### src/hdl/mem_pkg.sv
////////////////////////////////////////////////////////////
// Widths and depth of the shared boot memory bank.
// Addresses are word addresses; there are no byte enables,
// so every write replaces a full word.
////////////////////////////////////////////////////////////

package mem_pkg;

  // Command field widths
  localparam int ADDR_W = 8;
  localparam int DATA_W = 32;

  // Word address into the bank
  typedef logic [ADDR_W-1:0] addr_t;

  // One memory word, also the write and response payload
  typedef logic [DATA_W-1:0] data_t;

  // Full address space is backed by storage
  localparam int MEM_WORDS = 256;

endpackage

### src/hdl/boot_pkg.sv
////////////////////////////////////////////////////////////
// Boot phases, configuration table and image layout.
// The configuration region and the image region must not
// overlap, and both must fit inside the memory bank.
// Image word i is IMG_KEY ^ i.
////////////////////////////////////////////////////////////

package boot_pkg;

  // Boot order: config table, program image, then run
  typedef enum logic [1:0] {
    PHASE_CFG,
    PHASE_IMAGE,
    PHASE_RUN
  } phase_e;

  // Execution cycle count, saturates at all ones
  typedef logic [31:0] cycle_t;

  localparam mem_pkg::addr_t CFG_BASE  = 8'd0;
  localparam int             CFG_WORDS = 8;

  typedef logic [$clog2(CFG_WORDS+1)-1:0] cfg_cnt_t;
  typedef logic [$clog2(CFG_WORDS)-1:0]   cfg_idx_t;

  localparam mem_pkg::data_t CFG_TABLE [CFG_WORDS] = '{
    32'h0000_0001,
    32'h0000_0100,
    32'h8000_0000,
    32'h1234_5678,
    32'hDEAD_BEEF,
    32'h0F0F_0F0F,
    32'hCAFE_0042,
    32'h7FFF_FFFF
  };

  localparam mem_pkg::addr_t IMG_BASE  = 8'd16;
  localparam int             IMG_WORDS = 64;
  localparam mem_pkg::data_t IMG_KEY   = 32'hA5C3_0000;

  // Writes the image loader may have outstanding
  localparam int IMG_INFLIGHT = 4;

  typedef logic [$clog2(IMG_WORDS+1)-1:0] img_cnt_t;

endpackage

### src/hdl/cfg_loader.sv
////////////////////////////////////////////////////////////
// Writes CFG_TABLE to consecutive words from CFG_BASE.
// Response data is not inspected; only the count matters.
// A second start restarts the table from entry zero.
////////////////////////////////////////////////////////////

module cfg_loader
  (
    input  logic           clk_i,
    input  logic           reset_i,
    input  logic           start_i,
    output logic           cmd_v_o,
    output logic           cmd_we_o,
    output mem_pkg::addr_t cmd_addr_o,
    output mem_pkg::data_t cmd_wdata_o,
    input  logic           cmd_ready_i,
    input  logic           resp_v_i,
    output logic           resp_ready_o,
    output logic           done_o
  );

  logic               busy_r;
  logic               done_r;
  boot_pkg::cfg_cnt_t issue_cnt_r;
  boot_pkg::cfg_cnt_t resp_cnt_r;

  always_ff @(posedge clk_i)
  begin
    if (reset_i)
    begin
      busy_r      <= 1'b0;
      done_r      <= 1'b0;
      issue_cnt_r <= '0;
      resp_cnt_r  <= '0;
    end
    else if (start_i)
    begin
      busy_r      <= 1'b1;
      done_r      <= 1'b0;
      issue_cnt_r <= '0;
      resp_cnt_r  <= '0;
    end
    else
    begin
      if (cmd_v_o && cmd_ready_i)
        issue_cnt_r <= issue_cnt_r + 1'b1;
      if (resp_v_i && resp_ready_o)
      begin
        resp_cnt_r <= resp_cnt_r + 1'b1;
        // Last write acknowledged
        if (resp_cnt_r == boot_pkg::CFG_WORDS - 1)
        begin
          busy_r <= 1'b0;
          done_r <= 1'b1;
        end
      end
    end
  end

  // Payload follows the issue count, which only moves on a transfer
  assign cmd_v_o      = busy_r && (issue_cnt_r != boot_pkg::CFG_WORDS);
  assign cmd_we_o     = 1'b1;
  assign cmd_addr_o   = boot_pkg::CFG_BASE + mem_pkg::addr_t'(issue_cnt_r);
  assign cmd_wdata_o  = boot_pkg::CFG_TABLE[boot_pkg::cfg_idx_t'(issue_cnt_r)];
  assign resp_ready_o = busy_r;
  assign done_o       = done_r;

endmodule

### config.mk
export PLATFORM = sky130hd
export DESIGN_NAME = cfg_loader
export DESIGN_NICKNAME = d
export VERILOG_FILES = /design/src/hdl/mem_pkg.sv /design/src/hdl/boot_pkg.sv /design/src/hdl/cfg_loader.sv
export SDC_FILE = /design/constraint.sdc
export NUM_CORES = 1
export LEC_CHECK = 0
export ABC_AREA = 1
export ABC_CLOCK_PERIOD_IN_PS = 1780
export BUFFER_PORTS_ARGS = -buffer_cell sky130_fd_sc_hd__buf_2
export CORE_MARGIN = 3
export CORE_UTILIZATION = 39
export CTS_BUF_LIST = sky130_fd_sc_hd__clkbuf_4
export DETAILED_ROUTE_END_ITERATION = 16
export PLACE_DENSITY = 0.77
export SYNTH_ARGS = -nofsm -noshare
export SYNTH_HDL_FRONTEND = slang
export SYNTH_SLANG_ARGS = --single-unit
### constraint.sdc
create_clock -name clk_i -period 1.78 [get_ports clk_i]
set_clock_uncertainty 0.15 [all_clocks]
set_input_delay 0.356 -clock clk_i [delete_from_list [all_inputs] [get_ports clk_i]]
set_output_delay 0.356 -clock clk_i [all_outputs]
set_load 0.02 [all_outputs]
==> metrics.csv <==
metric,value,unit
outcome,"complete, but fails checks",
failing checks,setup timing,
final core occ,64.2,%
Rows,15,
Syn. warnings,0,
CTS tree,done,
leading cell type by number of instances after synthesis,buf_4,
hold_buf cts,0,
leakage power,0.653,nW
Mapped Area,793,µm²
root buf cell,clkbuf_4,
share of the synthesized area in the top cell type,25.2,%
synth top area cells,"dfxtp_1 (25%), buf_4 (21%), ha_1 (11%)",
largest net degree at the start of global routing,12,
number of H-tree levels,1,
critical path capture point type,primary output,
clock buffer count from CTS,3,
gpl congestion,0.774,
min setup slack post-route,-0.0713,ns
Tot Pwr,0.532,mW
Routed Antenna Nets,0,
max cap viols,0,
overall routed net length,1970,µm
Synth Area per Inst,6.84,µm²
Vias,798,
final setup fails,7,
CTS Buffer Depth,2,
First DRT Iteration DRCs,9,
Via density,4.51,
Initial Util,43.6,%
later-pin clock latency in the skew report,0.26,ns
area grow syn2layout,47.3,%
die area,2610,µm²
DP Wirelength,1310,µm
number of port buffers,43,
antenna violations before repair,0,
async set-reset flop share out of synthesis,0,%
crit-path max FO,5,
"FF+latch count, synth",10,
wire length of the first global-routing pass,3040,µm
number of detailed-route iterations in the first pass,4,
Tightest Hold Check Type,in -> reg,
largest area contributor in the netlist,dfxtp_1,
Gate Count Post-Synth,116,
Setup Crit Path Kind,reg -> out,
Total Routing Usage GR,15.1,%
setup_tns,-0.332,ns
die height,51.1,µm
CP Data Arrival Time,1.35,ns
Post-synth EDFFs,0,
fraction of layout instances using a drive strength above 1,49.3,%
highest clock rate,540,MHz
number of global-route vias before repair,726,
"Distinct cells, synth",19,
sequential fraction of the synthesis area,25.2,%
Antenna Diode Count,0,
Slew Limit Fails,0,
Core Area,1820,µm²
RSZ-0062 raised after global routing,true,
crit share post-route,104,%
Sink Count,10,
grt total ovfl,0,
register clock-pin slew on the reported worst setup and hold paths,0.06,ns
nets@finish,165,
Residual DRC,0,
die span in x,51.1,µm
CP required,1.27,ns
Avg WL per Cell,11.1,µm
Final Hold Fails,0,
Critical Path Start Type,flip-flop,
Filler cells,156,
Power Density,455,nW/µm²
most instantiated cells after synthesis,"buf_4 (22), nand2_1 (20), nor2_1 (20)",
I/O pins,49,
ys flop type,dfxtp_1,
maximum VDD drop,0.000377,V
crit path time final,1.85,ns
==> report_power, final <==
group / total [mW] / leakage (nW) / internal [mW] / switching, mW
combinational: 0.141 / 0.554 / 0.0559 / 0.0852
clock: 0.155 / 0.0154 / 0.0809 / 0.0746
sequential: 0.236 / 0.0835 / 0.226 / 0.0101
total: 0.532 / 0.653 / 0.362 / 0.170
==> sequential cells by signal (all words and copies together), names as in the netlist <==
| register | cells |
|---|---|
| resp_ready_o | 1 |
| issue_cnt_r | 4 |
| done_o | 1 |
| resp_cnt_r | 4 |
==> routing by layer <==
metal | GRT usage [%] | vias up | share of wire (%)
met5 | 0 | - | 0
met2 | 29.4 | 40 | 50
met3 | 2.04 | 7 | 9.0
met4 | 8.07 | 0 | 2.7
li1 | - | 406 | -
met1 | 15.2 | 345 | 38
==> stage by stage <==
stage / instances / hold WS [ns] / instance area (µm²) / setup WS (ns)
2_1_floorplan: 119 / 0.275 / 868 / -0.0398
3_3_place_gp: 165 / 0.288 / 942 / 0.151
3_5_place_dp: 165 / 0.296 / 942 / 0.122
4_1_cts: 176 / 0.108 / 1090 / -0.0493
5_1_grt: 177 / 0.119 / 1170 / -0.0984
6_report: 177 / 0.109 / 1170 / -0.0713
==> cell families after synthesis <==
logic type,share of synthesized area [%]
buf+inv,27.4
fa+ha+maj,11.0
other cells,0.947
simple gates,27.3
xor+xnor,1.10
compound gates,6.94
flops,25.2
==> worst max-delay path, cell delays in order, from the launching register on <==
cell	delay, ns
dfxtp_4	0.37
buf_4	0.15
ha_1	0.21
nor2_1	0.18
buf_4	0.18
==> worst paths after layout <==
kind,start,to,slack [ns],cells past startpoint
max reg2reg,issue_cnt_r[1]$_SDFFE_PP0P_,issue_cnt_r[2]$_SDFFE_PP0P_,0.44,6
min,reset_i,resp_ready_o$_SDFFE_PP0P_,0.11,2
min reg2reg,done_o$_SDFFE_PP0P_,done_o$_SDFFE_PP0P_,0.31,2
max,issue_cnt_r[0]$_SDFFE_PP0P_,cmd_wdata_o[23],-0.07,4
==> layout by cell type (no fill, tap or decap), types with 3 or more instances in the layout <==
| cell | instances |
|---|---|
| buf_2 | 26 |
| nand2_1 | 19 |
| nor2_1 | 19 |
| buf_4 | 14 |
| buf_6 | 10 |
| inv_1 | 8 |
| dfxtp_1 | 7 |
| conb_1 | 5 |
| ha_4 | 4 |
| inv_4 | 3 |
| nand2_2 | 3 |
| o21ai_1 | 3 |
| nand3_1 | 3 |
| a21oi_1 | 3 |
| ha_1 | 3 |
| clkbuf_4 | 3 |
| dfxtp_4 | 3 |
==> layout make-up <==
cell class | count | area [µm²] | share of cell area (%)
clock buffers | 3 | 22.5 | 1.93
inverters | 14 | 65.1 | 5.57
repair buffers | 51 | 368 | 31.5
well taps | 25 | 31.3 | 2.68
clock inverters | 1 | 3.75 | 0.321
flip-flops and latches | 10 | 211 | 18.1
multi-input cells | 73 | 467 | 39.9
==> what timing repair did <==
item / 4_1_cts / 5_1_grt
setup endpoints to repair: 18 / 19
pin swaps: 3 / 2
setup buffers: 7 / 1
resized for setup: 21 / 23
No activity file was read; power rests on OpenSTA's default activity.
