<file path="src/hdl/mem_pkg.sv">
////////////////////////////////////////////////////////////
// Widths and depth of the shared boot memory bank.
// Addresses are word addresses; there are no byte enables,
// so every write replaces a full word.
////////////////////////////////////////////////////////////

package mem_pkg;

  // Command field widths
  localparam int ADDR_W = 8;
  localparam int DATA_W = 32;

  // Word address into the bank
  typedef logic [ADDR_W-1:0] addr_t;

  // One memory word, also the write and response payload
  typedef logic [DATA_W-1:0] data_t;

  // Full address space is backed by storage
  localparam int MEM_WORDS = 256;

endpackage

</file>
<file path="src/hdl/boot_pkg.sv">
////////////////////////////////////////////////////////////
// Boot phases, configuration table and image layout.
// The configuration region and the image region must not
// overlap, and both must fit inside the memory bank.
// Image word i is IMG_KEY ^ i.
////////////////////////////////////////////////////////////

package boot_pkg;

  // Boot order: config table, program image, then run
  typedef enum logic [1:0] {
    PHASE_CFG,
    PHASE_IMAGE,
    PHASE_RUN
  } phase_e;

  // Execution cycle count, saturates at all ones
  typedef logic [31:0] cycle_t;

  localparam mem_pkg::addr_t CFG_BASE  = 8'd0;
  localparam int             CFG_WORDS = 8;

  typedef logic [$clog2(CFG_WORDS+1)-1:0] cfg_cnt_t;
  typedef logic [$clog2(CFG_WORDS)-1:0]   cfg_idx_t;

  localparam mem_pkg::data_t CFG_TABLE [CFG_WORDS] = '{
    32'h0000_0001,
    32'h0000_0100,
    32'h8000_0000,
    32'h1234_5678,
    32'hDEAD_BEEF,
    32'h0F0F_0F0F,
    32'hCAFE_0042,
    32'h7FFF_FFFF
  };

  localparam mem_pkg::addr_t IMG_BASE  = 8'd16;
  localparam int             IMG_WORDS = 64;
  localparam mem_pkg::data_t IMG_KEY   = 32'hA5C3_0000;

  // Writes the image loader may have outstanding
  localparam int IMG_INFLIGHT = 4;

  typedef logic [$clog2(IMG_WORDS+1)-1:0] img_cnt_t;

endpackage

</file>
<file path="src/hdl/mem_arbiter.sv">
////////////////////////////////////////////////////////////
// Phase-based steering of three requesters onto one bank.
// Purely combinational; the phase may only change while the
// bank has no response pending for the current owner.
////////////////////////////////////////////////////////////

module mem_arbiter
  (
    input  boot_pkg::phase_e phase_i,
    input  logic             cfg_cmd_v_i,
    input  logic             cfg_cmd_we_i,
    input  mem_pkg::addr_t   cfg_cmd_addr_i,
    input  mem_pkg::data_t   cfg_cmd_wdata_i,
    output logic             cfg_cmd_ready_o,
    output logic             cfg_resp_v_o,
    input  logic             cfg_resp_ready_i,
    input  logic             img_cmd_v_i,
    input  logic             img_cmd_we_i,
    input  mem_pkg::addr_t   img_cmd_addr_i,
    input  mem_pkg::data_t   img_cmd_wdata_i,
    output logic             img_cmd_ready_o,
    output logic             img_resp_v_o,
    input  logic             img_resp_ready_i,
    input  logic             host_cmd_v_i,
    input  logic             host_cmd_we_i,
    input  mem_pkg::addr_t   host_cmd_addr_i,
    input  mem_pkg::data_t   host_cmd_wdata_i,
    output logic             host_cmd_ready_o,
    output logic             host_resp_v_o,
    output mem_pkg::data_t   host_resp_data_o,
    input  logic             host_resp_ready_i,
    output logic             mem_cmd_v_o,
    output logic             mem_cmd_we_o,
    output mem_pkg::addr_t   mem_cmd_addr_o,
    output mem_pkg::data_t   mem_cmd_wdata_o,
    input  logic             mem_cmd_ready_i,
    input  logic             mem_resp_v_i,
    input  mem_pkg::data_t   mem_resp_data_i,
    output logic             mem_resp_ready_o
  );

  always_comb
  begin
    mem_cmd_v_o      = 1'b0;
    mem_cmd_we_o     = 1'b0;
    mem_cmd_addr_o   = '0;
    mem_cmd_wdata_o  = '0;
    mem_resp_ready_o = 1'b0;
    cfg_cmd_ready_o  = 1'b0;
    cfg_resp_v_o     = 1'b0;
    img_cmd_ready_o  = 1'b0;
    img_resp_v_o     = 1'b0;
    host_cmd_ready_o = 1'b0;
    host_resp_v_o    = 1'b0;
    host_resp_data_o = '0;
    case (phase_i)
      boot_pkg::PHASE_CFG:
      begin
        mem_cmd_v_o      = cfg_cmd_v_i;
        mem_cmd_we_o     = cfg_cmd_we_i;
        mem_cmd_addr_o   = cfg_cmd_addr_i;
        mem_cmd_wdata_o  = cfg_cmd_wdata_i;
        cfg_cmd_ready_o  = mem_cmd_ready_i;
        cfg_resp_v_o     = mem_resp_v_i;
        mem_resp_ready_o = cfg_resp_ready_i;
      end
      boot_pkg::PHASE_IMAGE:
      begin
        mem_cmd_v_o      = img_cmd_v_i;
        mem_cmd_we_o     = img_cmd_we_i;
        mem_cmd_addr_o   = img_cmd_addr_i;
        mem_cmd_wdata_o  = img_cmd_wdata_i;
        img_cmd_ready_o  = mem_cmd_ready_i;
        img_resp_v_o     = mem_resp_v_i;
        mem_resp_ready_o = img_resp_ready_i;
      end
      boot_pkg::PHASE_RUN:
      begin
        mem_cmd_v_o      = host_cmd_v_i;
        mem_cmd_we_o     = host_cmd_we_i;
        mem_cmd_addr_o   = host_cmd_addr_i;
        mem_cmd_wdata_o  = host_cmd_wdata_i;
        host_cmd_ready_o = mem_cmd_ready_i;
        host_resp_v_o    = mem_resp_v_i;
        host_resp_data_o = mem_resp_data_i;
        mem_resp_ready_o = host_resp_ready_i;
      end
      default:
      begin
        // Unused encoding, nobody owns the bank
        mem_cmd_v_o = 1'b0;
      end
    endcase
  end

endmodule

</file>
<file path="config.mk">
export PLATFORM = sky130hd
export DESIGN_NAME = mem_arbiter
export DESIGN_NICKNAME = d
export VERILOG_FILES = /design/src/hdl/mem_pkg.sv /design/src/hdl/boot_pkg.sv /design/src/hdl/mem_arbiter.sv
export SDC_FILE = /design/constraint.sdc
export NUM_CORES = 1
export LEC_CHECK = 0
export BUFFER_PORTS_ARGS = -buffer_cell sky130_fd_sc_hd__buf_2
export CAP_MARGIN = 40
export CORE_AREA = 10 10 88 90
export DETAILED_ROUTE_END_ITERATION = 7
export DIE_AREA = 0 0 98 100
export PLACE_DENSITY = 0.66
export SLEW_MARGIN = 40
export SYNTH_ARGS = -nofsm -noshare
export SYNTH_HDL_FRONTEND = slang
export SYNTH_SLANG_ARGS = --single-unit
</file>
<file path="constraint.sdc">
create_clock -name vclk -period 0.8
set_input_delay 0.04 -clock vclk [all_inputs]
set_output_delay 0.04 -clock vclk [all_outputs]
set_load 0.03 [all_outputs]
</file>
==> reports/results.tsv <==
metric	value	unit
drt_drc_violations_left	0	
crit_fanout	20	
hold_viol_final	0	
drt-pass1-iter-count	4	
timing.fmax	1.01	GHz
seq_cell_count	0	
drt_wl_total	10.7	mm
num-fill-cells	377	
post_drt_wl_per_cell	22.5	um
die-area	9800	um2
fin_crit_sh	124	%
nClkBuffers	0	
synth.yosys.seq_area_share	0	%
grt_overflow	0	
chipWidth	98	um
cp_data_arrival_time	0.95	ns
final_cell_area	4610	um2
io_pins	246	
place.gp.congestion	0.771	
dieHeight	100	um
cts_hold_buf	0	
tightestPinTransition	0.302	ns
multi_input_area	2290	um2
yosysTopAreaCell	mux2i_1	
insertedDiodeCount	0	
yosys_warnings	0	
ant_nets	0	
postPlaceCellArea	3450	um2
synth_nets	309	
min-delay-path-class	primary input to output port	
vias	2258	
grt_antenna_before_repair	0	
core_area	6130	um2
hp-start	phase_i[0]	
grt_pass1_wl	15.5	mm
critPathKind	primary input to output port	
synthToLayoutAreaGrowth	287	%
synthTopCellsByArea	mux2i_1 (36%), o2bb2ai_1 (32%), and2_1 (19%), buf_6 (4.7%), buf_4 (2.5%)	
syn_inst	144	
drv_cap	0	
relSlewSlack	79.3	%
cellPowerDensity	702	nW/um2
synth_cell_types	10	
drv_slew	0	
setup_viol	81	
min_period	0.989	ns
final_nets	566	
cp-startpoint	phase_i[1]	
syn_area	1190	um2
port_buffers	246	
grt_pass1_vias	2596	
power.leakage	0.00205	uW
irDropWorstVdd	514	uV
rsz0062_at_grt	yes	
register_area	0	um2
initial_core_util	19.4	%
grt_max_degree	21	
drive_gt1_share	98.0	%
status	complete, but fails checks	
fin_ws	-0.189	ns
grtUsageTotal	19.1	%
utilization	75.2	%
placementRows	29	
required	0.76	ns
synth.avg_cell_area	8.26	um2
dp_hpwl	8.04	mm
cp-end-kind	output port	
drt_iter0_drc	24	
vias_per_cell	4.74	
start_kind	primary input	
synth_top_area_share	36.2	%
violations	negative setup slack	
-- layout by cell type, fill, tap and decap left out --
cell	n
buf_6	86
buf_16	5
clkbuf_16	2
nor3b_1	1
and2_4	36
mux2i_2	11
nor3b_2	1
mux2i_4	25
and2b_4	1
buf_4	7
buf_2	163
buf_12	10
o2bb2ai_2	3
nor2b_4	1
o2bb2ai_4	40
mux2i_1	7
-- worst max-delay path: stages --
cell	delay [ns]
buf_16	0.14
buf_12	0.14
and2b_4	0.18
buf_12	0.15
and2_4	0.16
buf_6	0.13
-- area by class of cell --
cell class	instances	area share [%]
timing repair buffer	273	48.2
tap	77	2.09
multi-input combinational	126	49.7
-- cell usage after synthesis --
cell,count
buf_6,5
o2bb2ai_1,43
nor3b_1,2
buf_4,4
nor2b_1,1
mux2i_1,43
and2b_4,1
clkbuf_1,4
and2_1,36
buf_2,5
-- logic make-up (layout without fill, tap and decap cells) --
family	count (synthesis)	count (layout)	synth area share (%)
AOI/OAI and AO/OA	43	43	31.7
buffers and inverters	18	273	10.6
and+or+nand+nor	40	40	21.6
muxes	43	43	36.2
-- final timing paths --
path	to	slack [ns]	cells after the start
max	host_resp_data_o[21]	-0.19	6
min	cfg_cmd_ready_o	0.39	3
-- per-stage QoR --
| stage | setup WS [ns] | power, uW | setup TNS, ns | hold slack, ns | std cells |
|---|---|---|---|---|---|
| 2_1_floorplan | -0.293 | 1530 | -1.38 | 0.230 | 144 |
| 3_3_place_gp | -0.339 | 2350 | -22.16 | 0.432 | 463 |
| 3_5_place_dp | -0.367 | 2380 | -23.08 | 0.434 | 463 |
| 4_1_cts | -0.204 | 3110 | -12.89 | 0.394 | 477 |
| 5_1_grt | -0.220 | 3380 | -15.02 | 0.404 | 476 |
| 6_report | -0.189 | 3230 | -12.74 | 0.390 | 476 |
-- per-layer routing --
layer	up-vias	share of wire, %	track usage [%]
met5	-	0	0
met1	1043	33	20.1
met3	4	11	6.94
met2	145	56	37.5
li1	1066	-	-
met4	0	0.36	0.224
-- timing repair --
item / in CTS / in global routing
hold endpoints to repair: 0 / 0
pin swaps: 3 / 7
endpoints found under the setup margin: 81 / 81
resized for setup: 219 / 31
buffers inserted: 8 / 0
gates cloned: 6 / 2
-- power breakdown --
group / leakage [uW] / internal (uW) / switching [uW] / total [uW]
clock: 0 / 0 / 0 / 0
combinational: 0.00205 / 1660 / 1570 / 3230
sequential: 0 / 0 / 0 / 0
No activity file was read; power rests on OpenSTA's default activity.
