$ cat src/hdl/mem_pkg.sv
////////////////////////////////////////////////////////////
// Widths and depth of the shared boot memory bank.
// Addresses are word addresses; there are no byte enables,
// so every write replaces a full word.
////////////////////////////////////////////////////////////

package mem_pkg;

  // Command field widths
  localparam int ADDR_W = 8;
  localparam int DATA_W = 32;

  // Word address into the bank
  typedef logic [ADDR_W-1:0] addr_t;

  // One memory word, also the write and response payload
  typedef logic [DATA_W-1:0] data_t;

  // Full address space is backed by storage
  localparam int MEM_WORDS = 256;

endpackage

$ cat src/hdl/boot_pkg.sv
////////////////////////////////////////////////////////////
// Boot phases, configuration table and image layout.
// The configuration region and the image region must not
// overlap, and both must fit inside the memory bank.
// Image word i is IMG_KEY ^ i.
////////////////////////////////////////////////////////////

package boot_pkg;

  // Boot order: config table, program image, then run
  typedef enum logic [1:0] {
    PHASE_CFG,
    PHASE_IMAGE,
    PHASE_RUN
  } phase_e;

  // Execution cycle count, saturates at all ones
  typedef logic [31:0] cycle_t;

  localparam mem_pkg::addr_t CFG_BASE  = 8'd0;
  localparam int             CFG_WORDS = 8;

  typedef logic [$clog2(CFG_WORDS+1)-1:0] cfg_cnt_t;
  typedef logic [$clog2(CFG_WORDS)-1:0]   cfg_idx_t;

  localparam mem_pkg::data_t CFG_TABLE [CFG_WORDS] = '{
    32'h0000_0001,
    32'h0000_0100,
    32'h8000_0000,
    32'h1234_5678,
    32'hDEAD_BEEF,
    32'h0F0F_0F0F,
    32'hCAFE_0042,
    32'h7FFF_FFFF
  };

  localparam mem_pkg::addr_t IMG_BASE  = 8'd16;
  localparam int             IMG_WORDS = 64;
  localparam mem_pkg::data_t IMG_KEY   = 32'hA5C3_0000;

  // Writes the image loader may have outstanding
  localparam int IMG_INFLIGHT = 4;

  typedef logic [$clog2(IMG_WORDS+1)-1:0] img_cnt_t;

endpackage

$ cat src/hdl/boot_sequencer.sv
////////////////////////////////////////////////////////////
// Boot phase FSM. Each loader is started exactly once per
// reset; the done inputs are treated as levels. The config
// start pulse is loaded during reset and is seen for one
// cycle once reset drops.
////////////////////////////////////////////////////////////

module boot_sequencer
  (
    input  logic             clk_i,
    input  logic             reset_i,
    input  logic             cfg_done_i,
    input  logic             img_done_i,
    output logic             cfg_start_o,
    output logic             img_start_o,
    output boot_pkg::phase_e phase_o,
    output logic             boot_done_o,
    output boot_pkg::cycle_t exec_cycles_o
  );

  boot_pkg::phase_e phase_r;
  boot_pkg::cycle_t exec_cycles_r;
  logic             cfg_start_r;
  logic             img_start_r;

  always_ff @(posedge clk_i)
  begin
    if (reset_i)
    begin
      phase_r       <= boot_pkg::PHASE_CFG;
      cfg_start_r   <= 1'b1;
      img_start_r   <= 1'b0;
      exec_cycles_r <= '0;
    end
    else
    begin
      cfg_start_r <= 1'b0;
      img_start_r <= 1'b0;
      case (phase_r)
        boot_pkg::PHASE_CFG:
        begin
          if (cfg_done_i)
          begin
            phase_r     <= boot_pkg::PHASE_IMAGE;
            img_start_r <= 1'b1;
          end
        end
        boot_pkg::PHASE_IMAGE:
        begin
          if (img_done_i)
            phase_r <= boot_pkg::PHASE_RUN;
        end
        boot_pkg::PHASE_RUN:
        begin
          // Saturating count of execution cycles
          if (exec_cycles_r != '1)
            exec_cycles_r <= exec_cycles_r + 1'b1;
        end
        default:
          phase_r <= boot_pkg::PHASE_CFG;
      endcase
    end
  end

  assign cfg_start_o   = cfg_start_r;
  assign img_start_o   = img_start_r;
  assign phase_o       = phase_r;
  assign boot_done_o   = (phase_r == boot_pkg::PHASE_RUN);
  assign exec_cycles_o = exec_cycles_r;

endmodule

$ cat config.mk
export PLATFORM = sky130hd
export DESIGN_NAME = boot_sequencer
export DESIGN_NICKNAME = d
export VERILOG_FILES = /design/src/hdl/mem_pkg.sv /design/src/hdl/boot_pkg.sv /design/src/hdl/boot_sequencer.sv
export SDC_FILE = /design/constraint.sdc
export NUM_CORES = 1
export LEC_CHECK = 0
export ABC_AREA = 1
export BUFFER_PORTS_ARGS = -buffer_cell sky130_fd_sc_hd__buf_4
export CORE_ASPECT_RATIO = 1.5
export CORE_MARGIN = 4
export CORE_UTILIZATION = 50
export DETAILED_ROUTE_END_ITERATION = 16
export PLACE_DENSITY = 0.76
export SYNTH_ARGS = -nofsm -noshare
export SYNTH_HDL_FRONTEND = slang
export SYNTH_SLANG_ARGS = --single-unit
$ cat constraint.sdc
create_clock -name clk_i -period 1.75 [get_ports clk_i]
set_clock_uncertainty 0.2 [all_clocks]
set_input_delay 0.35 -clock clk_i [delete_from_list [all_inputs] [get_ports clk_i]]
set_output_delay 0.35 -clock clk_i [all_outputs]
set_load 0.02 [all_outputs]
==> results by group, run 1 <==
Status
  – Failing checks: negative setup slack
  – Status: finished with violations

Die
  – # IOs: 41
  – Total die area: 5530 µm²
  – Core area: 4250 µm²
  – Starting density of the core: 51.6%
  – Die W: 62.1 µm
  – DIE HEIGHT: 89.1 µm
  – FP Rows: 29

Synthesis
  – Synth Net Count: 357
  – Avg Inst Size Synth: 6.23 µm²
  – Yosys cell types: 26
  – Ys Warns: 0
  – Cell count after synthesis: 352
  – Synthesized flop and latch total: 36
  – Register area share after synthesis: 32.9%
  – Mapped Area: 2190 µm²

STA
  – Setup TNS: -0.00386 ns
  – PnR worst setup slack: -0.00386 ns
  – Fin Hold WS: 0.0439 ns
  – Max-slew headroom: 81.2%
  – Finish-stage setup viols: 1
  – Final Hold Vio Count: 0
  – Fin crit period: 1.75 ns
  – Period utilisation layout: 100%
  – RSZ-0062 raised after global routing: yes
  – Pins Over Slew Limit: 0
  – Fmax: 0.570 GHz
  – Worst Tran Pin Value: 0.280 ns

Worst setup path
  – Critical Path Start Type: register
  – Worst path required time: 1.74 ns
  – Reg2reg setup slack: -0.004 ns
  – Arrival time at the worst endpoint: 1.74 ns
  – Worst-path fanout max: 4
  – CP Class: reg2reg
  – Worst setup EP type: register

Detailed routing
  – Drt total wl: 6650 µm
  – Antenna Violating Nets Remaining: 0
  – Routed WL per cell: 13.6 µm
  – First-pass iteration count of the detailed router: 6
  – Via density: 5.16
  – 1st-iter DRT viols: 152
  – Vias: 2526
  – DRC viols: 0

Clock network
  – Clk sinks: 36
  – Root buffer cell: clkbuf_8
  – CTS H-tree depth: 2
  – Clk slew on worst S/H paths: 0.08 ns
  – Worst skew pair latency: 0.29 ns
  – CTS max path bufs: 2
  – Hold_buf cts: 0
  – Total CTS buffers: 5
  – CTS tree: done

Placement
  – PortBufs: 40
  – Dpl hpwl: 4700 µm
  – Placed cell count: 477
  – Gpl congestion: 0.956

GRT
  – Gr ovfl total: 0
  – Initial antenna violation count: 0
  – First-pass GRT wire length: 10200 µm
  – Largest net degree at the start of global routing: 23
  – GRT Total Usage: 24.6%
  – Number of global-route vias before repair: 2298

Finish
  – # diodes: 0
  – Area grow syn2layout: 49.1%
  – Post-Route Utilization: 77.0%
  – Layout Cells excl Fill: 490
  – Layout cell share with drive strength beyond 1: 40.3%
  – Nets: 448
  – Fill count: 321

Power
  – Power per cell area: 578 nW/µm²
  – Leakage power total: 0.00149 µW
  – Worst vdd ir: 636 µV

Job
  – Max Cap Viol: 0

Min path
  – Hold Path Class: in2reg
metrics by stage:
stage               total power [µW]  instance area [µm²]  setup slack [ns]
floorplan                        990                 2230          0.000103
global placement                1070                 2890           -0.0289
detailed placement              1070                 2890           -0.0577
CTS                             1890                 3050           0.00195
global route                    1950                 3270            -0.103
finish                          1890                 3270          -0.00386
timing repair:
item	CTS	global route
gates cloned	0	1
setup endpoints to repair	12	29
pin swaps	2	13
buffers inserted	1	3
resized for setup	8	55
metal layers:
metal / up-vias / share of wire (%) / routed length (µm) / track usage (%)
met3: 22 / 5.3 / 350 / 2.31
met2: 94 / 55 / 3640 / 45.6
met5: - / 0 / 0 / 0
met4: 0 / 4.1 / 275 / 11.6
li1: 1260 / - / - / -
met1: 1150 / 36 / 2390 / 26.6
synthesized netlist by cell type, drive strengths merged:
cell type | count | area, µm²
nand3 | 20 | 125
nor3 | 2 | 10.0
inv | 38 | 143
a21oi | 20 | 111
nor2 | 81 | 339
nand3b | 1 | 7.51
o21ai | 5 | 25.0
and2 | 2 | 12.5
o31ai | 1 | 7.51
dfxtp | 36 | 721
buf | 5 | 52.6
nand2 | 121 | 482
xnor2 | 2 | 17.5
ha | 1 | 12.5
clkbuf | 3 | 11.3
xor2 | 11 | 96.3
nand4 | 3 | 18.8
path summary, 6_finish.rpt:
kind	from	cells after the start	endpoint
min reg2reg	exec_cycles_o[6]	2	exec_cycles_o[6]
max reg2reg	exec_cycles_o[8]	9	exec_cycles_o[22]
min	img_done_i	2	phase_o[0]
max	exec_cycles_o[8]	9	exec_cycles_o[22]
cell usage in the layout (no fill, tap or decap):
| master | n |
|---|---|
| a21oi_1 | 15 |
| a21oi_2 | 5 |
| and2_1 | 2 |
| buf_12 | 2 |
| buf_4 | 86 |
| buf_6 | 2 |
| buf_8 | 1 |
| bufinv_16 | 1 |
| clkbuf_16 | 1 |
| clkbuf_8 | 7 |
| dfxtp_1 | 20 |
| dfxtp_2 | 10 |
| dfxtp_4 | 6 |
| ha_4 | 1 |
| inv_1 | 36 |
| inv_2 | 1 |
| inv_6 | 1 |
| nand2_1 | 96 |
| nand2_2 | 21 |
| nand2_4 | 4 |
| nand3_1 | 15 |
| nand3_2 | 5 |
| nand3b_1 | 1 |
| nand4_1 | 3 |
| nor2_1 | 56 |
| nor2_2 | 12 |
| nor2_4 | 13 |
| nor3_1 | 2 |
| o21ai_0 | 1 |
| o21ai_1 | 4 |
| o31ai_1 | 1 |
| xnor2_1 | 2 |
| xor2_1 | 11 |
final cells by class:
| type | instances | area, µm² | share of cell area (%) |
|---|---|---|---|
| Clock buffer | 7 | 96.3 | 2.95 |
| Clock inverter | 1 | 30.0 | 0.919 |
| Inverter | 38 | 148 | 4.52 |
| Multi-Input combinational cell | 270 | 1430 | 43.8 |
| Sequential cell | 36 | 756 | 23.1 |
| Tap cell | 46 | 57.6 | 1.76 |
| Timing Repair Buffer | 92 | 748 | 22.9 |
flip-flops by register name (all words and copies together) (netlist names):
signal         cells
img_start_o        1
cfg_start_o        1
phase_o            2
exec_cycles_o     32
report_power, final:
| part | total, µW | leakage, µW | internal (µW) | switching, µW |
|---|---|---|---|---|
| Sequential | 854 | 0.000301 | 835 | 19.0 |
| Combinational | 216 | 0.00113 | 94.2 | 122 |
| Clock | 819 | 0.0000645 | 503 | 316 |
| Total | 1890 | 0.00149 | 1430 | 457 |
worst max-delay path, cell delays in order, from the launching register on:
cell,delay (ns)
dfxtp_2,0.39
nand2_2,0.10
nor2_2,0.17
buf_4,0.16
nand2_1,0.10
nor2_4,0.15
buf_4,0.13
nand3_1,0.06
a21oi_1,0.14
nor2_1,0.05
cells by family after synthesis:
| group | share of synthesized area (%) |
|---|---|
| AO/OA/AOI/OAI | 6.56 |
| XOR/XNOR | 5.19 |
| adder cells (fa/ha/maj) | 0.571 |
| buffers and inverters | 9.42 |
| flip-flops | 32.9 |
| AND/OR/NAND/NOR | 45.4 |
Power figures use the tool's default switching activity.
==> inputs of run 2 (changes only) <==
--- a/config.mk
+++ b/config.mk
@@ -9,9 +9,9 @@
 export BUFFER_PORTS_ARGS = -buffer_cell sky130_fd_sc_hd__buf_4
 export CORE_ASPECT_RATIO = 1.5
 export CORE_MARGIN = 4
-export CORE_UTILIZATION = 50
+export CORE_UTILIZATION = 25
+export CTS_BUF_LIST = sky130_fd_sc_hd__clkbuf_4
 export DETAILED_ROUTE_END_ITERATION = 16
-export PLACE_DENSITY = 0.76
 export SYNTH_ARGS = -nofsm -noshare
 export SYNTH_HDL_FRONTEND = slang
 export SYNTH_SLANG_ARGS = --single-unit
==> run 2 against run 1 <==
  * The run still ends with negative setup slack left
  * Final cell count increased by 12%
  * Critical endpoint is now exec_cycles_o[7]
  * Final area shrank 1.3%
  * Worst hold slack got worse by 0.0048 ns
  * Largest cell class unchanged
  * Via count fell by 2.6%
  * Die area grew 87%
  * Critical path type unchanged
==> results by group, run 2 (synthesis gave the netlist of run 1 again) <==
STA
  – RSZ-0062 raised after global routing: yes
  – Max-slew headroom: 83.3% (+2.1 points)
  – Worst Tran Pin Value: 0.250 ns (-0.0299 ns)
  – Finish-stage setup viols: 11 (+10)
  – Pins Over Slew Limit: 0 (unchanged)
  – Fin crit period: 1.79 ns (+0.0330 ns)
  – PnR worst setup slack: -0.0369 ns (-0.0330 ns)
  – Period utilisation layout: 102% (+1.9 points)
  – Fmax: 0.560 GHz (-1.8%)
  – Setup TNS: -0.215 ns (-0.211 ns)
  – Final Hold Vio Count: 0 (unchanged)
  – Fin Hold WS: 0.0392 ns (-0.00476 ns)

GRT
  – GRT Total Usage: 13.4% (-11 points)
  – Number of global-route vias before repair: 2360 (+2.7%)
  – Largest net degree at the start of global routing: 23 (unchanged)
  – First-pass GRT wire length: 11100 µm (+8.8%)
  – Gr ovfl total: 0 (unchanged)
  – Initial antenna violation count: 0 (unchanged)

Worst setup path
  – Worst path required time: 1.80 ns (+0.06 ns)
  – Crit path buf inv count: 1 (-1)
  – Worst setup EP type: register
  – Critical Path Start Type: register
  – Most Frequent Cell on Critical Path: nand2_4
  – Worst path cell trace: ha_4 > nand2_4 > nor2_4 > nand2_4 > nor2_4 > nand2_2 > nand2_4 > buf_6 > nand2_2 > o21ai_1 > nor2_1
  – CP Class: reg2reg
  – CP max stage cell: dfxtp_4
  – Worst-path fanout max: 5 (+1)
  – CP top delay family: simple AND/OR/NAND/NOR gates
  – Delay of the slowest cell on the worst path: 0.39 ns (about the same)
  – Arrival time at the worst endpoint: 1.83 ns (+0.09 ns)

Power
  – Sequential fraction of design power: 54.5% (+9.3 points)
  – Clock share of power: 30.7% (-13 points)
  – Worst vdd ir: 183 µV (-71%)
  – Combinational share of power: 14.8% (+3.4 points)
  – Final Power: 1580 µW (-17%)
  – Sw frac: 28.3% (+4.2 points)
  – Psw: 447 µW (-2.2%)
  – Power per cell area: 489 nW/µm² (-15%)
  – P_int: 1130 µW (-21%)
  – Leakage power total: 0.00143 µW (-3.9%)

Die
  – Starting density of the core: 25.9% (-26 points)
  – Total die area: 10400 µm² (+87%)
  – FP Rows: 41 (+41%)
  – Die W: 84.5 µm (+36%)
  – DIE HEIGHT: 123 µm (+38%)
  – Core area: 8460 µm² (+99%)
  – # IOs: 41 (unchanged)

Min path
  – Hold Path Class: in2reg

Clock network
  – Worst skew pair latency: 0.36 ns (+0.07 ns)
  – CTS tree: done
  – CTS max path bufs: 2 (unchanged)
  – Clk slew on worst S/H paths: 0.12 ns (+0.04 ns)
  – Clk sinks: 36 (unchanged)
  – Total CTS buffers: 5 (unchanged)
  – Root buffer cell: clkbuf_4
  – CTS H-tree depth: 2 (unchanged)

Placement
  – Dpl ws: -0.0450 ns (+0.0127 ns)
  – PortBufs: 40 (unchanged)
  – Gpl congestion: 0.868 (-9.2%)
  – Placed cell count: 536 (+12%)
  – Dpl hpwl: 5260 µm (+12%)

Detailed routing
  – Vias: 2460 (-2.6%)
  – 1st-iter DRT viols: 118 (-22%)
  – Routed WL per cell: 12.6 µm (-7.5%)
  – Via density: 4.48 (-13%)
  – Drt total wl: 6890 µm (+3.6%)
  – DRC viols: 0 (unchanged)
  – First-pass iteration count of the detailed router: 4 (-2)
  – Antenna Violating Nets Remaining: 0 (unchanged)

Finish
  – Commonest non-fill, non-tap cell in the layout: nand2_1
  – Commonest non-fill, non-tap cells in the layout: nand2_1 (99), buf_4 (81), nor2_1 (63)
  – # diodes: 0 (unchanged)
  – Nets: 446 (-0.45%)
  – Fill count: 930 (+190%)
  – Layout Cells excl Fill: 549 (+12%)
  – Area grow syn2layout: 47.1%
  – Layout cell share with drive strength beyond 1: 37.8% (-2.5 points)
  – Number of flip-flops in the largest register: 32 (unchanged)

Status
  – Status: finished with violations
  – Failing checks: negative setup slack

Job
  – Max Cap Viol: 0 (unchanged)
==> run 2: cell count changes in the layout (fill, tap and decap cells not counted), moves of 4 or more <==
cell,delta
nor2_4,-7
buf_4,-5
nand2_2,-4
nor2_1,+7
clkbuf_8,-7
clkbuf_4,+7
==> run 2: final timing paths <==
check                   start          endpoint  slack [ns]  cells past startpoint
max reg2reg  exec_cycles_o[1]  exec_cycles_o[7]       -0.04                     11
max          exec_cycles_o[1]  exec_cycles_o[7]       -0.04                     11
min                cfg_done_i       img_start_o        0.04                      3
min reg2reg  exec_cycles_o[4]  exec_cycles_o[4]        0.31                      2
==> run 2: per-layer routing <==
metal	GRT usage (%)	vias up	wire length, µm
met5	0	-	0
met4	4.46	0	138
met3	2.75	13	325
met2	25.1	59	3670
met1	14.8	1130	2760
li1	-	1258	-
==> run 2: timing repair <==
| action | in CTS | in global routing |
|---|---|---|
| hold endpoints to repair | 1 | 0 |
| buffers inserted | 1 | 2 |
| resized for setup | 9 | 38 |
| hold buffers | 1 | 0 |
| pin swaps | 5 | 11 |
| endpoints found under the setup margin | 19 | 33 |
| gates cloned | 0 | 2 |
==> run 2: power by group through the flow <==
stage          Combinational [µW]  Clock, µW  Sequential, µW
3_3_place_gp                  202          0             877
6_report                      233        484             859
3_5_place_dp                  204          0             878
5_1_grt                       256        537             862
4_1_cts                       213        504             859
2_1_floorplan                85.2          0             904
==> run 2: worst reg2reg max path, delay by kind of cell (launching register included) <==
family	cells	cell delay [ns]
AOI/OAI and AO/OA	1	0.06
adders and majority gates	1	0.15
DFF	1	0.39
buffers and inverters	1	0.15
and+or+nand+nor	8	0.71
==> run 2: area by class of cell <==
| type | instances | area (µm²) | area share [%] |
|---|---|---|---|
| clock buffers | 7 | 52.6 | 1.63 |
| clock inverters | 1 | 5.00 | 0.155 |
| inverters | 38 | 148 | 4.58 |
| multi-input cells | 270 | 1390 | 43.1 |
| flip-flops and latches | 36 | 744 | 23.1 |
| well taps | 107 | 134 | 4.15 |
| repair buffers | 90 | 752 | 23.3 |
==> run 2: stage by stage <==
step	utilization (%)	area, µm²
3_3_place_gp	35.2	2980
6_report	38.1	3220
2_1_floorplan	-	2230
4_1_cts	36.3	3080
5_1_grt	38.1	3220
3_5_place_dp	35.2	2980
