[src/hdl/mem_pkg.sv]
////////////////////////////////////////////////////////////
// Widths and depth of the shared boot memory bank.
// Addresses are word addresses; there are no byte enables,
// so every write replaces a full word.
////////////////////////////////////////////////////////////

package mem_pkg;

  // Command field widths
  localparam int ADDR_W = 8;
  localparam int DATA_W = 32;

  // Word address into the bank
  typedef logic [ADDR_W-1:0] addr_t;

  // One memory word, also the write and response payload
  typedef logic [DATA_W-1:0] data_t;

  // Full address space is backed by storage
  localparam int MEM_WORDS = 256;

endpackage

[src/hdl/boot_pkg.sv]
////////////////////////////////////////////////////////////
// Boot phases, configuration table and image layout.
// The configuration region and the image region must not
// overlap, and both must fit inside the memory bank.
// Image word i is IMG_KEY ^ i.
////////////////////////////////////////////////////////////

package boot_pkg;

  // Boot order: config table, program image, then run
  typedef enum logic [1:0] {
    PHASE_CFG,
    PHASE_IMAGE,
    PHASE_RUN
  } phase_e;

  // Execution cycle count, saturates at all ones
  typedef logic [31:0] cycle_t;

  localparam mem_pkg::addr_t CFG_BASE  = 8'd0;
  localparam int             CFG_WORDS = 8;

  typedef logic [$clog2(CFG_WORDS+1)-1:0] cfg_cnt_t;
  typedef logic [$clog2(CFG_WORDS)-1:0]   cfg_idx_t;

  localparam mem_pkg::data_t CFG_TABLE [CFG_WORDS] = '{
    32'h0000_0001,
    32'h0000_0100,
    32'h8000_0000,
    32'h1234_5678,
    32'hDEAD_BEEF,
    32'h0F0F_0F0F,
    32'hCAFE_0042,
    32'h7FFF_FFFF
  };

  localparam mem_pkg::addr_t IMG_BASE  = 8'd16;
  localparam int             IMG_WORDS = 64;
  localparam mem_pkg::data_t IMG_KEY   = 32'hA5C3_0000;

  // Writes the image loader may have outstanding
  localparam int IMG_INFLIGHT = 4;

  typedef logic [$clog2(IMG_WORDS+1)-1:0] img_cnt_t;

endpackage

[src/hdl/image_loader.sv]
////////////////////////////////////////////////////////////
// Writes the generated program image from IMG_BASE.
// Up to IMG_INFLIGHT writes may be outstanding; responses
// must come back in command order. done_o is a level.
////////////////////////////////////////////////////////////

module image_loader
  (
    input  logic           clk_i,
    input  logic           reset_i,
    input  logic           start_i,
    output logic           cmd_v_o,
    output logic           cmd_we_o,
    output mem_pkg::addr_t cmd_addr_o,
    output mem_pkg::data_t cmd_wdata_o,
    input  logic           cmd_ready_i,
    input  logic           resp_v_i,
    output logic           resp_ready_o,
    output logic           done_o
  );

  logic               busy_r;
  logic               done_r;
  boot_pkg::img_cnt_t issue_cnt_r;
  boot_pkg::img_cnt_t resp_cnt_r;
  boot_pkg::img_cnt_t inflight;

  always_ff @(posedge clk_i)
  begin
    if (reset_i)
    begin
      busy_r      <= 1'b0;
      done_r      <= 1'b0;
      issue_cnt_r <= '0;
      resp_cnt_r  <= '0;
    end
    else if (start_i)
    begin
      busy_r      <= 1'b1;
      done_r      <= 1'b0;
      issue_cnt_r <= '0;
      resp_cnt_r  <= '0;
    end
    else
    begin
      if (cmd_v_o && cmd_ready_i)
        issue_cnt_r <= issue_cnt_r + 1'b1;
      if (resp_v_i && resp_ready_o)
      begin
        resp_cnt_r <= resp_cnt_r + 1'b1;
        if (resp_cnt_r == boot_pkg::IMG_WORDS - 1)
        begin
          busy_r <= 1'b0;
          done_r <= 1'b1;
        end
      end
    end
  end

  // Issued but not yet acknowledged
  assign inflight = issue_cnt_r - resp_cnt_r;

  // Inflight can only shrink while valid is up, so valid holds
  assign cmd_v_o = busy_r && (issue_cnt_r != boot_pkg::IMG_WORDS)
                   && (inflight < boot_pkg::IMG_INFLIGHT);

  assign cmd_we_o     = 1'b1;
  assign cmd_addr_o   = boot_pkg::IMG_BASE + mem_pkg::addr_t'(issue_cnt_r);
  assign cmd_wdata_o  = boot_pkg::IMG_KEY ^ mem_pkg::data_t'(issue_cnt_r);
  assign resp_ready_o = busy_r;
  assign done_o       = done_r;

endmodule

[config.mk]
export PLATFORM = sky130hd
export DESIGN_NAME = image_loader
export DESIGN_NICKNAME = d
export VERILOG_FILES = /design/src/hdl/mem_pkg.sv /design/src/hdl/boot_pkg.sv /design/src/hdl/image_loader.sv
export SDC_FILE = /design/constraint.sdc
export NUM_CORES = 1
export LEC_CHECK = 0
export BUFFER_PORTS_ARGS = -buffer_cell sky130_fd_sc_hd__buf_4
export CAP_MARGIN = 0
export CORE_MARGIN = 4
export CORE_UTILIZATION = 52
export DETAILED_ROUTE_END_ITERATION = 12
export PLACE_DENSITY = 0.86
export SLEW_MARGIN = 10
export SYNTH_ARGS = -nofsm -noshare
export SYNTH_HDL_FRONTEND = slang
export SYNTH_SLANG_ARGS = --single-unit
export TNS_END_PERCENT = 30
[constraint.sdc]
create_clock -name clk_i -period 4.11 [get_ports clk_i]
set_clock_uncertainty 0.1 [all_clocks]
set_input_delay 0.411 -clock clk_i [delete_from_list [all_inputs] [get_ports clk_i]]
set_output_delay 0.411 -clock clk_i [all_outputs]
set_load 0.1 [all_outputs]
==> results of run 1 <==
[state kept, by name (all words and copies together), names as in the netlist]
register      flops
done_o            1
resp_ready_o      1
resp_cnt_r        7
issue_cnt_r       7
[per-stage QoR]
step	area [sq um]	instances
after floorplan	1360	180
after global placement	1310	196
after detailed placement	1310	196
after CTS	1340	200
after global routing	1340	200
final	1340	200
[layer usage]
metal / GRT usage / up-vias
li1: - / 504
met1: 0.177 / 474
met2: 0.276 / 40
met3: 0.0430 / 6
met4: 0.0397 / 0
met5: 0 / -
[path summary, 6_finish.rpt]
kind,start,endpoint,slack [ns],depth (start not counted)
worst min register to register,done_o,done_o,0.39,2
worst min-delay path,reset_i,resp_ready_o,0.18,2
worst max register to register,issue_cnt_r[2],issue_cnt_r[6],1.36,7
worst max-delay path,issue_cnt_r[2],cmd_v_o,0.99,7
[worst max-delay path: stages, from the launching register on]
cell     delay [ns]
dfxtp_1        0.51
ha_1           0.33
a21o_1         0.17
a31o_1         0.22
a21oi_1        0.19
mux2_2         0.47
nor2_2         0.13
buf_4          0.30
[power by group through the flow]
stage	combinational, mW	clock [mW]	sequential, mW
floorplan	0.148	0	0.169
global placement	0.141	0	0.162
detailed placement	0.142	0	0.162
CTS	0.142	0.107	0.159
global route	0.147	0.117	0.159
finish	0.143	0.104	0.159
[final cells by class]
type,instances,share of cell area
clock buffers,4,0.0271
inverters,12,0.0336
multi-input cells,118,0.551
flip-flops and latches,16,0.239
well taps,28,0.0261
repair buffers,22,0.123
[kinds of logic after synthesis]
logic type,after synthesis,synth area share
buffers and inverters,46,0.238
and+or+nand+nor,42,0.182
AOI/OAI and AO/OA,27,0.127
DFF,16,0.252
xor gates and xnor gates,11,0.0759
adders and majority gates,10,0.0985
other,2,0.00591
muxes,2,0.0197
[placed cells by master, fill, tap and decap left out, types with 2 or more instances in the layout]
master | synthesis | final
conb_1 | 2 | 26
buf_4 | 30 | 22
dfxtp_1 | 16 | 16
a21oi_1 | 13 | 13
inv_1 | 12 | 12
nor2_1 | 12 | 11
ha_1 | 10 | 10
xnor2_1 | 6 | 6
nand2_1 | 6 | 6
xor2_1 | 5 | 5
o31ai_1 | 5 | 5
or4_1 | 5 | 5
nand3_1 | 5 | 5
o21ai_0 | 4 | 4
nand4_1 | 3 | 3
clkbuf_4 | 0 | 3
and3_1 | 2 | 2
or2_2 | 2 | 2
==> metrics.csv, run 1 <==
stage,metric,value,unit
run_status,outcome,"complete, no violations",
floorplanning,die-area,0.00330,sq mm
logic_synthesis,syn_avg_cell_area,8.14,sq um
layout,fillers,212,
detailed_routing,dr_wl_met2,1.21,mm
sta,finalSetupViolCount,0,
setup_path,endpoint_kind,output pin,
layout,area_growth,5.62,%
pwr,p_leak,0.613,nW
placement,portBuffers,22,
logic_synthesis,synth_edf_count,0,
global_routing,grt_util_all_layers,0.154,
logic_synthesis,async_flop_share,0,
global_routing,grt_antenna_before_repair,0,
clocking,cts_resized,0,
logic_synthesis,synth.most_common_cell,buf_4,
logic_synthesis,synthCells,156,
logic_synthesis,synth.distinct_cells,34,
clocking,cts_inserted_buffers,3,
logic_synthesis,yosysTopAreaCell,dfxtp_1,
detailed_routing,drtIter0Drc,21,
logic_synthesis,synth_common_cells,"buf_4, dfxtp_1, a21oi_1",
clocking,ctsRootBufferMaster,clkbuf_4,
layout,nets,188,
pwr,seq_power_share,0.391,
sta,post-route-period-util,0.760,
logic_synthesis,synth_top_area_frac,0.252,
logic_synthesis,syn_area,0.00127,sq mm
pwr,p_switching,0.185,mW
sta,hold_slack,0.176,ns
global_routing,grt_pass1_vias,968,
layout,multi_input_area,739,sq um
pwr,swShare,0.455,
detailed_routing,drt_pass1_iterations,5,
floorplanning,die_h,57.4,microns
clocking,clock-sinks,16,
pwr,power.density,302,mW/mm^2
floorplanning,coreArea,0.00228,sq mm
detailed_routing,antenna_left,0,
sta,rsz0062_at_grt,false,
run,drv_cap,0,
layout,final_layout_size_suffix_gt1_frac,0.192,
clocking,cts_tree,done,
floorplanning,ios,49,
sta,fin_crit,3.12,ns
layout,layout.area.seq,320,sq um
pwr,combPwrFrac,0.353,
pwr,intPower,0.221,mW
pwr,pwr-share-clk,0.256,
clocking,h-tree-depth,1,
placement,dp_hpwl,1.93,mm
placement,gp_congestion,0.884,
clocking,clock_latency,0.28,ns
detailed_routing,drc,0,
clocking,cts_setup_buffers,0,
global_routing,overflow,0,
sta,hold_viol_final,0,
setup_path,crit_path_max_fanout,15,
layout,post-route-util,0.589,
detailed_routing,num_vias,1024,
clocking,clkTransAtPathRegs,0.10,ns
logic_synthesis,yosysSeqAreaShare,0.252,
sta,setup_ws,0.988,ns
placement,dp_slack,1.35,ns
logic_synthesis,synth_ff_type,dfxtp_1,
pwr,totalPowerFinal,0.406,mW
sta,timing.setup.tns,0,ns
detailed_routing,routed_wl,2.48,mm
sta,slew_violations,0,
layout,antenna-diode-count,0,
detailed_routing,vias_per_cell,5.12,
min_path,hp-class,input port to register,
detailed_routing,top_layer_used,met4,
setup_path,critPathArrivalTime,2.61,ns
setup_path,cp-start-kind,register,
clocking,clock_path_buffers,2,
detailed_routing,wl_per_cell,12.4,microns
logic_synthesis,synth_area_leaders,"dfxtp_1, buf_4, ha_1",
global_routing,grt_start_max_net_pins,16,
logic_synthesis,ys_warn_count,0,
floorplanning,die_x,57.4,microns
logic_synthesis,synth-seq-cells,16,
setup_path,required,3.60,ns
setup_path,critPathKind,register to output pin,
floorplanning,row_count,17,
floorplanning,initial_utilization,0.558,
sta,timing.fmax,0.320,GHz
detailed_routing,wl_met3,190,microns
detailed_routing,m1WireLength,1.05,mm
clocking,hold_buffers,0,
pwr,ir_drop,0.000229,V
global_routing,grt_pass1_wl,4.09,mm
Note: power is estimated with default switching activity, not from simulation.
==> run 2: changes to the inputs <==
CORE_UTILIZATION = 48   (was 52)
PLACE_DENSITY = 0.81   (was 0.86)
clock period = 3.2 ns   (was 4.11 ns; I/O delays follow)
==> run 2 against run 1 <==
Against the previous run:
- critical path depth grew 1
- clock power up 4%
- combinational power rose by 29%
- largest cell class unchanged
- sequential power is 28% higher
- cell count grew 0.50%
- via count shrank 2.6%
- setup slack got worse by 0.68 ns
==> metrics.csv, run 2 (synthesis results as in run 1) <==
stage,metric,value,unit
run_status,outcome,"complete, no violations",
pwr,totalPowerFinal,0.497,mW
layout,postLayoutCellArea,0.00134,sq mm
setup_path,required,2.78,ns
floorplanning,die_h,59.4,microns
floorplanning,coreArea,0.00250,sq mm
layout,antenna-diode-count,0,
sta,finalSetupViolCount,0,
floorplanning,die-area,0.00353,sq mm
clocking,clock-sinks,16,
detailed_routing,antenna_left,0,
detailed_routing,drc,0,
clocking,cts_setup_buffers,0,
pwr,swShare,0.480,
pwr,intPower,0.259,mW
run,drv_cap,0,
detailed_routing,drt_pass1_iterations,6,
clocking,cts_inserted_buffers,3,
sta,hold_viol_final,0,
sta,fin_crit,2.89,ns
floorplanning,die_x,59.4,microns
global_routing,overflow,0,
layout,final_cell_mix,"conb_1, buf_4, a21oi_1, dfxtp_1, inv_1",
placement,dp_slack,0.621,ns
pwr,power.density,371,mW/mm^2
layout,nets,188,
layout,post-route-util,0.536,
pwr,ir_drop,0.000285,V
placement,dp_hpwl,2.00,mm
detailed_routing,wl_per_cell,12.5,microns
min_path,hp-class,input port to register,
setup_path,critPathKind,register to output pin,
setup_path,critPathSlowestCell,mux2_2,
clocking,h-tree-depth,1,
global_routing,grt_antenna_before_repair,0,
global_routing,grt_util_all_layers,0.151,
placement,placedCellCount,198,
placement,placed_cell_area,0.00132,sq mm
layout,layout_commonest_cell,conb_1,
pwr,p_leak,0.608,nW
placement,gp_congestion,0.869,
pwr,seq_power_share,0.410,
setup_path,critPathBufInv,2,
setup_path,crit_path_max_fanout,15,
sta,slew_violations,0,
detailed_routing,num_vias,997,
layout,multi_input_area,744,sq um
clocking,cts_resized,0,
setup_path,crit_family,compound AO/OA/AOI/OAI gates,
layout,layout.area.seq,324,sq um
placement,portBuffers,22,
sta,post-route-period-util,0.904,
layout,area_growth,5.42,%
layout,instances_no_fill,201,
detailed_routing,drtIter0Drc,32,
global_routing,grt_start_max_net_pins,16,
global_routing,grt_pass1_vias,923,
sta,setup_ws,0.308,ns
clocking,ctsRootBufferMaster,clkbuf_4,
sta,rsz0062_at_grt,false,
sta,hold_slack,0.0817,ns
pwr,p_switching,0.239,mW
setup_path,endpoint_kind,output pin,
global_routing,grt_pass1_wl,4.02,mm
floorplanning,ios,49,
setup_path,crit_chain,inv_1 > ha_1 > a21o_1 > a31o_1 > a21oi_1 > mux2_2 > nor2_4 > buf_4,
clocking,clkTransAtPathRegs,0.09,ns
clocking,clock_path_buffers,2,
setup_path,slowest_delay,0.47,ns
pwr,combPwrFrac,0.372,
layout,top_regs,"issue_cnt_r (7), resp_cnt_r (7)",
floorplanning,row_count,18,
pwr,pwr-share-clk,0.218,
clocking,clock_latency,0.29,ns
setup_path,critPathArrivalTime,2.47,ns
clocking,hold_buffers,0,
setup_path,cp-start-kind,register,
layout,final_layout_size_suffix_gt1_frac,0.205,
floorplanning,initial_utilization,0.508,
sta,timing.setup.tns,0,ns
detailed_routing,vias_per_cell,4.96,
detailed_routing,routed_wl,2.51,mm
clocking,cts_tree,done,
setup_path,ff2ff_setup_slack,0.58,ns
sta,timing.fmax,0.346,GHz
layout,fillers,251,
run 2: cell type report:
| type | count | share of cell area |
|---|---|---|
| Inverter | 12 | 0.0336 |
| Tap cell | 30 | 0.0280 |
| Multi-Input combinational cell | 118 | 0.556 |
| Sequential cell | 16 | 0.242 |
| Clock buffer | 3 | 0.0168 |
| Timing Repair Buffer | 22 | 0.123 |
run 2: worst register-to-register path, cell delays in order (launching register included):
cell and delay [ns]:
dfxtp_1 0.34, inv_1 0.07, ha_1 0.32, a21o_1 0.18
a31o_1 0.22, a21oi_1 0.17, mux2_2 0.47, or4_1 0.53
a21oi_1 0.16
run 2: power by group through the flow:
stage	combinational, mW	sequential, mW	clock (mW)
2_1_floorplan	0.191	0.217	0
6_report	0.185	0.204	0.108
4_1_cts	0.184	0.204	0.111
3_5_place_dp	0.184	0.208	0
5_1_grt	0.190	0.204	0.122
3_3_place_gp	0.182	0.208	0
run 2: path summary, 6_finish.rpt:
kind              cells past startpoint        endpoint     startpoint
hold / removal                        2    resp_ready_o        reset_i
setup reg to reg                      8  issue_cnt_r[6]  resp_cnt_r[2]
setup / recovery                      8         cmd_v_o  resp_cnt_r[2]
hold reg to reg                       2          done_o         done_o
run 2: metal layers:
| metal | share of wire | track usage |
|---|---|---|
| met1 | 0.38 | 0.153 |
| met2 | 0.54 | 0.287 |
| met5 | 0 | 0 |
| met4 | 0.028 | 0.0841 |
| met3 | 0.055 | 0.0218 |
==> run 3: changes to the inputs <==
CORE_MARGIN = unset   (was 4)
==> run 3 against run 2 <==
Against the previous run:
- non-clock buffer count did not move
- global-route usage rose by 2.9 points
- combinational power is essentially flat
- largest power group unchanged
- highest routed layer unchanged
==> metrics.csv, run 3 (synthesis results as in run 1) <==
stage,metric,value,unit
placement,dp_slack,0.590,ns
setup_path,cp-start-kind,register,
setup_path,endpoint_kind,output pin,
detailed_routing,drtIter0Drc,22,
placement,gp_congestion,0.773,
setup_path,critPathSlowestCell,mux2_2,
floorplanning,initial_utilization,0.513,
detailed_routing,vias_per_cell,5.11,
sta,timing.fmax,0.344,GHz
clocking,hold_buffers,0,
setup_path,crit_path_max_fanout,15,
setup_path,worst_r2r_path_depth,8,
setup_path,worstReg2RegEnd,issue_cnt_r[4],
pwr,totalPowerFinal,0.525,mW
layout,layout_commonest_cell,conb_1,
detailed_routing,wl_per_cell,11.5,microns
sta,rsz0062_at_grt,false,
global_routing,grt_pass1_vias,898,
sta,setup_ws,0.293,ns
floorplanning,row_count,18,
clocking,h-tree-depth,1,
sta,timing.setup.tns,0,ns
clocking,clkTransAtPathRegs,0.09,ns
sta,hold_viol_final,0,
detailed_routing,drt_pass1_iterations,4,
sta,fin_crit,2.91,ns
min_path,hp-class,input port to register,
layout,top_regs,"issue_cnt_r (7), resp_cnt_r (7)",
placement,placedCellCount,198,
setup_path,crit_chain,inv_1 > ha_1 > a21o_1 > a31o_1 > a21oi_1 > mux2_2 > nor2_4 > buf_4,
clocking,cts_resized,0,
global_routing,grt_util_all_layers,0.180,
sta,post-route-period-util,0.908,
floorplanning,die_h,53.4,microns
setup_path,critPathArrivalTime,2.49,ns
global_routing,grt_start_max_net_pins,16,
floorplanning,coreArea,0.00248,sq mm
detailed_routing,num_vias,1032,
layout,final_layout_size_suffix_gt1_frac,0.209,
floorplanning,ios,49,
pwr,power.density,388,mW/mm^2
setup_path,slowest_delay,0.47,ns
setup_path,required,2.78,ns
detailed_routing,routed_wl,2.33,mm
setup_path,ff2ff_setup_slack,0.58,ns
placement,dp_hpwl,1.82,mm
setup_path,reg2reg_from,resp_cnt_r[2],
detailed_routing,drc,0,
global_routing,overflow,0,
detailed_routing,antenna_left,0,
clocking,cts_inserted_buffers,3,
layout,nets,188,
min_path,hold_depth,2,
run_status,outcome,"complete, no violations",
clocking,clock_latency,0.30,ns
floorplanning,die-area,0.00286,sq mm
min_path,holdPathEnd,resp_ready_o,
sta,slew_violations,0,
layout,area_growth,6.50,%
clocking,cts_setup_buffers,0,
setup_path,critPathKind,register to output pin,
clocking,ctsRootBufferMaster,clkbuf_4,
pwr,p_leak,0.616,nW
setup_path,startpoint,resp_cnt_r[2],
global_routing,grt_antenna_before_repair,0,
floorplanning,die_x,53.4,microns
run,drv_cap,0,
clocking,clock_path_buffers,2,
min_path,worstHoldStart,reset_i,
clocking,cts_tree,done,
clocking,clock-sinks,16,
layout,antenna-diode-count,0,
placement,portBuffers,22,
pwr,ir_drop,0.000262,V
layout,instances_no_fill,202,
layout,final_cell_mix,"conb_1, buf_4, a21oi_1, dfxtp_1, inv_1",
sta,finalSetupViolCount,0,
global_routing,grt_pass1_wl,3.71,mm
-- run 3: per-stage QoR --
step | hold WS (ns) | instance area, sq um | utilization
5_1_grt | 0.0741 | 1350 | 0.546
3_3_place_gp | 0.357 | 1320 | 0.531
3_5_place_dp | 0.385 | 1320 | 0.531
4_1_cts | 0.0839 | 1350 | 0.546
6_report | 0.0770 | 1350 | 0.546
2_1_floorplan | 0.289 | 1370 | -
-- run 3: how the worst max path moves through the flow --
stage	end	slack, ns	cells past startpoint
2_1_floorplan	cmd_addr_o[6]	0.008	2
3_3_place_gp	cmd_v_o	0.68	8
3_5_place_dp	issue_cnt_r[4]	0.59	8
4_1_cts	cmd_v_o	0.29	8
5_1_grt	cmd_v_o	0.19	8
6_report	cmd_v_o	0.29	8
-- run 3: final cells by class --
| class | instances | area, sq um |
|---|---|---|
| clock buffer | 4 | 36.3 |
| inverter | 12 | 45.0 |
| sequential | 16 | 324 |
| timing repair buffer | 22 | 165 |
| fill | 237 | 1120 |
| multi-input combinational | 118 | 744 |
| tap | 30 | 37.5 |
-- run 3: report_power, final --
group	switching [mW]	internal [mW]
Combinational	0.170	0.0141
Clock	0.0685	0.0694
Sequential	0.00281	0.201
-- run 3: routing by layer --
metal | vias to the layer above | share of wire | GRT usage
li1 | 505 | - | -
met1 | 484 | 0.42 | 0.190
met2 | 37 | 0.50 | 0.331
met3 | 6 | 0.056 | 0.0632
met4 | 0 | 0.021 | 0.0439
met5 | - | 0 | 0
-- run 3: critical path, delay by kind of cell, from the launching register on --
kind | cells | cell delay [ns]
AOI/OAI and AO/OA | 3 | 0.55
DFF | 1 | 0.35
muxes | 1 | 0.47
and+or+nand+nor | 1 | 0.13
buffers and inverters | 2 | 0.37
adders and majority gates | 1 | 0.32
